## src/ex_pkg.sv

```systemverilog
package ex_pkg;

  typedef enum logic [3:0] {
    T_INH    = 4'd0,
    T_ALU    = 4'd1,
    T_CMP    = 4'd2,
    T_INT    = 4'd3,
    T_INTU   = 4'd4,
    T_LOAD   = 4'd5,
    T_STORE  = 4'd6,
    T_LDI    = 4'd7,
    T_MOV    = 4'd8,
    T_BRANCH = 4'd9,
    T_JUMP   = 4'd10
  } instr_type_t;

  typedef enum logic [2:0] {
    ALU_ADD,
    ALU_SUB,
    ALU_AND,
    ALU_OR,
    ALU_XOR,
    ALU_SHL,
    ALU_SHR,
    ALU_ASR
  } alufunc_t;

  // bit 2 picks the unsigned form
  typedef enum logic [2:0] {
    INT_MUL   = 3'd0,
    INT_DIV   = 3'd1,
    INT_MOD   = 3'd2,
    INT_MULX  = 3'd3,
    INT_MULU  = 3'd4,
    INT_DIVU  = 3'd5,
    INT_MODU  = 3'd6,
    INT_MULXU = 3'd7
  } intfunc_t;

  typedef struct packed {
    instr_type_t itype;
    logic [3:0]  op;
    logic [3:0]  ra;
    logic [3:0]  rb;
    logic [14:0] imm;
    logic        size;
  } instr_opnd_t;

  typedef struct packed {
    instr_type_t itype;
    logic [3:0]  op;
    logic [20:0] pad;
    logic [1:0]  trapno;
    logic        size;
  } instr_inh_t;

  typedef union packed {
    instr_opnd_t opnd;
    instr_inh_t  inh;
  } instr_lo_u;

  // condition register bits
  localparam int CCR_LTU = 2;
  localparam int CCR_LT  = 1;
  localparam int CCR_EQ  = 0;

  function automatic logic [31:0] imm_sext(input instr_lo_u lo);
    return {{17{lo.opnd.imm[14]}}, lo.opnd.imm};
  endfunction

  function automatic logic [31:0] imm_zext(input instr_lo_u lo);
    return {17'h0, lo.opnd.imm};
  endfunction

  function automatic logic [31:0] word_off(input instr_lo_u lo);
    logic [31:0] s;
    s = imm_sext(lo);
    return {s[29:0], 2'b00};
  endfunction

endpackage

```

## src/alu_if.sv

```systemverilog
`timescale 1ns/100ps

interface alu_if import ex_pkg::*; ();

  logic [31:0] in1;
  logic [31:0] in2;
  alufunc_t    func;
  logic [31:0] out;
  logic        c;
  logic        z;
  logic        n;
  logic        v;

  modport exec (output in1, in2, func, input out, c, z, n, v);

  modport alu (input in1, in2, func, output out, c, z, n, v);

endinterface

```

## src/alu_comb.sv

```systemverilog
`timescale 1ns/100ps

module alu_comb import ex_pkg::*; (
  alu_if.alu bus
);

  logic [32:0] sum;
  logic [32:0] diff;
  logic [31:0] res;

  assign sum  = {1'b0, bus.in1} + {1'b0, bus.in2};
  assign diff = {1'b0, bus.in1} - {1'b0, bus.in2}; // bit 32 is the borrow

  always_comb
  begin
    res   = 32'h0;
    bus.c = 1'b0;
    bus.v = 1'b0;
    case (bus.func)
      ALU_ADD:
      begin
        res   = sum[31:0];
        bus.c = sum[32];
        bus.v = (bus.in1[31] == bus.in2[31]) && (res[31] != bus.in1[31]);
      end
      ALU_SUB:
      begin
        res   = diff[31:0];
        bus.c = diff[32];
        bus.v = (bus.in1[31] != bus.in2[31]) && (res[31] != bus.in1[31]);
      end
      ALU_AND:
        res = bus.in1 & bus.in2;
      ALU_OR:
        res = bus.in1 | bus.in2;
      ALU_XOR:
        res = bus.in1 ^ bus.in2;
      ALU_SHL:
        res = bus.in1 << bus.in2[4:0];
      ALU_SHR:
        res = bus.in1 >> bus.in2[4:0];
      ALU_ASR:
        res = $unsigned($signed(bus.in1) >>> bus.in2[4:0]);
      default:
        res = 32'h0;
    endcase
  end

  assign bus.out = res;
  assign bus.z   = (res == 32'h0);
  assign bus.n   = res[31];

endmodule

```

## src/flat_wrapper.sv

```systemverilog
// flat-port wrapper written by rule: the top's interface ports become plain ports
module alu_comb_flat import ex_pkg::*;
  (bus_in1, bus_in2, bus_func, bus_out, bus_c, bus_z, bus_n, bus_v);
  alu_if bus_i ();
  input wire logic [$bits(bus_i.in1)-1:0] bus_in1;
  input wire logic [$bits(bus_i.in2)-1:0] bus_in2;
  input wire logic [$bits(bus_i.func)-1:0] bus_func;
  output wire logic [$bits(bus_i.out)-1:0] bus_out;
  output wire logic [$bits(bus_i.c)-1:0] bus_c;
  output wire logic [$bits(bus_i.z)-1:0] bus_z;
  output wire logic [$bits(bus_i.n)-1:0] bus_n;
  output wire logic [$bits(bus_i.v)-1:0] bus_v;
  assign bus_i.in1 = bus_in1;
  assign bus_i.in2 = bus_in2;
  assign bus_i.func = bus_func;
  assign bus_out = bus_i.out;
  assign bus_c = bus_i.c;
  assign bus_z = bus_i.z;
  assign bus_n = bus_i.n;
  assign bus_v = bus_i.v;
  alu_comb u_core (.bus(bus_i));
endmodule
```

## config.mk

```make
export PLATFORM = sky130hd
export DESIGN_NAME = alu_comb_flat
export DESIGN_NICKNAME = d
export VERILOG_FILES = /design/src/ex_pkg.sv /design/src/alu_if.sv /design/src/alu_comb.sv /design/src/flat_wrapper.sv
export SDC_FILE = /design/constraint.sdc
export NUM_CORES = 1
export LEC_CHECK = 0
export BUFFER_PORTS_ARGS = -buffer_cell sky130_fd_sc_hd__buf_2
export CAP_MARGIN = 0
export CORE_ASPECT_RATIO = 1.5
export CORE_MARGIN = 2
export CORE_UTILIZATION = 35
export DETAILED_ROUTE_END_ITERATION = 7
export PLACE_DENSITY = 0.5
export SLEW_MARGIN = 5
export SYNTH_ARGS = -nofsm -noshare
export SYNTH_HDL_FRONTEND = slang
export SYNTH_SLANG_ARGS = --single-unit
export TNS_END_PERCENT = 20
```

## constraint.sdc

```tcl
create_clock -name vclk -period 8.91
set_input_delay 0.4455 -clock vclk [all_inputs]
set_output_delay 0.4455 -clock vclk [all_outputs]
set_load 0.1 [all_outputs]
```

* Yosys cells after proc, flatten, opt, wreduce, memory -nomap -nowiden *
Cells that the tools add are included.

word-level totals
  flip-flop bits (word level) = 0
  input bits = 67
  output and inout port bits = 36

cells by class
  $add $sub $neg = 2
  reductions and logical operators = 4
  multiplexer cells = 3
  bitwise logic cells = 3
  shift operators = 3
  eq/ne operators = 11

operator list
  kind                                                  number
  case mux 32 bit (8 select lines)                      1
  adder 32 x 32 -> 33 bit                               1
  subtractor 32 x 32 -> 33 bit                          1
  bitwise AND 32 bit                                    1
  logical NOT 32 bit                                    1
  bitwise OR 32 bit                                     1
  << shifter 32 x 5 -> 32 bit                           1
  >> shifter 32 x 5 -> 32 bit                           1
  >>> shifter 32 x 5 -> 32 bit                          1
  bitwise XOR 32 bit                                    1
  equality test 3 bit (second input constant)           4
  equality test 3 x 2 -> 1 bit (second input constant)  2
  case mux 1 bit (2 select lines)                       2
  equality test 3 x 1 -> 1 bit (second input constant)  1
  logical NOT 3 bit                                     1
  inequality test 1 bit                                 3
  logical AND 1 bit                                     2
  equality test 1 bit                                   1

* Longest topological paths before layout *
  word-level depth = 4
  mapped depth = 17
  mapped depth without buffers = 15

* Least setup slack after synthesis *
No wires, ideal clock.

  path kind = in2out
  start point = input bus_in2[2]
  end point = output bus_z
  path slack = 1.403 ns
  buffers on the path = 4
  arrival time = 7.062 ns
  stages = 15
  path through = buf_6 -> buf_6 -> inv_1 -> clkbuf_1 -> ha_1 -> buf_4 -> o21ai_1 -> o2111a_1 -> o41a_1 -> or3_1 -> nor3_1 -> nor4_1 -> o311ai_0 -> nand4bb_1 -> nor2_1

on the way
  longest elaborated chain between the ends = 3
  elaborated cells on any way between the ends = 10
  classes of those cells = 2 x add/sub; 3 x shift; 1 x mux; 3 x bitwise; 1 x reduce/logical

RTL lines
  item                                                        RTL line            source
  start, declared                                             flat_wrapper.sv:6   input wire logic [$bits(bus_i.in2)-1:0] bus_in2;
  subtractor 32 x 32 -> 33 bit, or another cell as far along  alu_comb.sv:12      assign diff = {1'b0, bus.in1} - {1'b0, bus.in2};
  case mux 32 bit (8 select lines) *                          alu_comb.sv:19      case (bus.func)
  via bus_out[23]                                             flat_wrapper.sv:8   output wire logic [$bits(bus_i.out)-1:0] bus_out;
  logical NOT 32 bit *                                        alu_comb.sv:50      assign bus.z = (res == 32'h0);
  end, declared                                               flat_wrapper.sv:10  output wire logic [$bits(bus_i.z)-1:0] bus_z;

Mark *: on every way through the listed nets, which the timed path passes. The rest lies on a longest branch.

* Worst setup path in the final report *
  start point = input bus_in2[1]
  end point = output bus_z

on the way
  longest elaborated chain between the ends = 3
  elaborated cells on any way between the ends = 10
  classes of those cells = 2 x add/sub; 3 x shift; 1 x mux; 3 x bitwise; 1 x reduce/logical

RTL lines
  item                                                        RTL line
  subtractor 32 x 32 -> 33 bit, or another cell as far along  alu_comb.sv:12
  case mux 32 bit (8 select lines) *                          alu_comb.sv:19
  logical NOT 32 bit *                                        alu_comb.sv:50

Mark *: on every way between the ends. The rest lies on a longest branch, timed or not.

==> metrics.md <==
| Metric | Value |
|---|---|
| Status | `finished, final reports clean` |
| # clk buffers | `0` |
| Routability cong. | `~1` |
| Min Tclk post-route | `6.18 ns` |
| GR Util All Layers | `0.357` |
| Worst Path Arrival | `between 5 and 6 ns` |
| Critical path required time | `8.46 ns` |
| I/O Buffers | `a little over 100` |
| Die Area | `29800 um2` |
| Max cap viols | `0` |
| CP Launch Type | `input pin` |
| Die Y | `between 200 and 250 um` |
| Cell Pwr Density | `92.6 nW/um2` |
| Initial Util | `0.355` |
| Final HPWL DP | `approximately 44 mm` |
| Worst Hold Class | `input pin to primary output` |
| DR vias | `between 10k and 15k` |
| Setup violators final | `0` |
| # diodes | `0` |
| Share of post-route cells with drive strength above 1 | `0.153` |
| Highest ir drop seen on vdd | `45.4 uV` |
| Avg WL per Cell | `a little over 30 um` |
| Rows | `75` |
| Lkg Pwr | `about 4.3 nW` |
| Max-slew violation count | `0` |
| Synth Instances | `around 1.5k` |
| Syn Std Cell Area | `9940 um2` |
| Non-Filler Instances | `~1.8k` |
| Final core utilization | `0.372` |
| Synth warnings | `0` |
| Peak fanout along the critical path | `48` |
| DRT iter0 DRCs | `roughly 1.2k` |
| I/O pin cnt | `103` |
| Post-cts repair resize count | `0` |
| Measured slew at the worst slew-check pin | `around 1.1 ns` |
| Maximum clock frequency | `162 MHz` |
| Remaining Overflow, GRT | `0` |
| Initial antenna violation count | `1` |
| Core area | `around 28000 um2` |
| Setup TNS | `0 ns` |
| Netlist cell types | `97` |
| Vias in the first global route | `roughly 12k` |
| Global-route wire length before repair | `80.3 mm` |
| Worst Setup End Kind | `primary output` |
| FFs & Latches | `0` |
| Post-CTS setup buffers | `0` |
| Layout area overhead | `4.65%` |
| 1st-pass router iterations | `5` |
| Largest net degree at the start of global routing | `78` |
| Worst slew margin | `0.255` |
| Sequential cell area | `0 um2` |
| Final WL | `54.9 mm` |
| Placed instance count | `1812` |
| RSZ-0062 raised after global routing | `no` |
| Setup CP Type | `input pin to primary output` |
| Register area share after synthesis | `0` |
| Final period util | `0.693` |
| Synthesized net count | `roughly 1.6k` |
| Nets | `1634` |
| Hold Vio Cnt, Final | `0` |
| Hold-fix buffers at CTS | `0` |
| Final ANT Viol Nets | `0` |
| Post-Syn Area per Cell | `6.81 um2` |
| Vias per cell | `6.83` |
| DRC Markers | `0` |
| Die width | `about 140 um` |
-- power breakdown --
group          leakage (nW)  total (mW)  switching (mW)  internal (mW)
Sequential                0           0               0              0
Combinational          4.30       0.962           0.707          0.256
Clock                     0           0               0              0
Total                  4.30       0.962           0.707          0.256
-- per-layer routing --
| layer | part of all wire | track usage |
|---|---|---|
| met1 | 0.41 | 0.455 |
| met2 | 0.48 | 0.614 |
| met3 | 0.053 | 0.0270 |
| met4 | 0.053 | 0.156 |
| met5 | 0 | 0 |
-- Yosys cell counts, types with 10 or more instances --
cell type    n  area, um2
a211o_1     10       87.6
a211oi_1    23        173
a21o_1      14        105
a21oi_1    130        651
a221oi_1    18        158
a22oi_1     16        120
a31oi_1     23        144
buf_2       21        105
buf_4       11       82.6
buf_6       10        113
clkbuf_1    63        236
ha_1        97       1210
inv_1       99        372
mux2_2      32        360
mux2i_1     52        521
mux4_2      27        608
nand2_1    131        492
nand2b_1    21        131
nand3_1     33        165
nand4_1     20        125
nor2_1     136        510
nor2b_1     15       93.8
nor3_1      34        170
nor4_1      17        106
o211ai_1    33        248
o21a_1      11       82.6
o21ai_0     87        435
o21bai_1    11       82.6
o221ai_1    12        105
o22ai_1     43        269
o31ai_1     19        143
xnor2_1     16        140
-- path summary, 6_finish.rpt --
path / slack, ns / cells after the start / endpoint / startpoint
worst max-delay path: 2.73 / 15 / bus_z / bus_in2[1]
worst min-delay path: 1.60 / 5 / bus_c / bus_in2[31]
-- critical path: stages --
cell	delay [ns]
buf_4	0.50
clkinv_1	0.62
ha_1	0.53
a211oi_1	0.44
o21ai_1	0.25
a211oi_2	0.40
nor3_1	0.15
a211oi_1	0.25
o211ai_1	0.12
o31a_1	0.14
or4_1	0.52
nor4_1	0.49
nand4bb_1	0.25
nor2_1	0.16
buf_2	0.44
-- area by class of cell --
cell class,count,area (um2)
Inverter,104,390
Tap cell,346,433
Fill cell,3126,17600
Timing Repair Buffer,126,693
Multi-Input combinational cell,1236,8880
-- metrics by stage --
step	area, um2	hold WS [ns]	total power [mW]	setup slack (ns)
after global routing	10400	1.62	1.01	2.37
after floorplan	9940	1.61	0.682	1.40
final	10400	1.60	0.962	2.73
after detailed placement	10400	1.59	0.939	2.82
after CTS	10400	1.60	0.943	2.79
after global placement	10400	1.58	0.946	2.79
-- logic make-up after synthesis --
logic type | synth area share
buffers and inverters | 0.107
XOR/XNOR | 0.0141
AO/OA/AOI/OAI | 0.374
AND/OR/NAND/NOR | 0.220
adder cells (fa/ha/maj) | 0.126
multiplexers | 0.159
-- layout by cell type, fill, tap and decap left out, types with 33 or more instances in the layout --
cell type,instances
o211ai_1,33
nand2_1,131
o21ai_0,87
mux2i_1,52
nor2_1,136
nor3_1,33
nand3_1,33
a21oi_1,130
ha_1,97
inv_1,99
o22ai_1,43
buf_2,101
No activity file was read; power rests on OpenSTA's default activity.
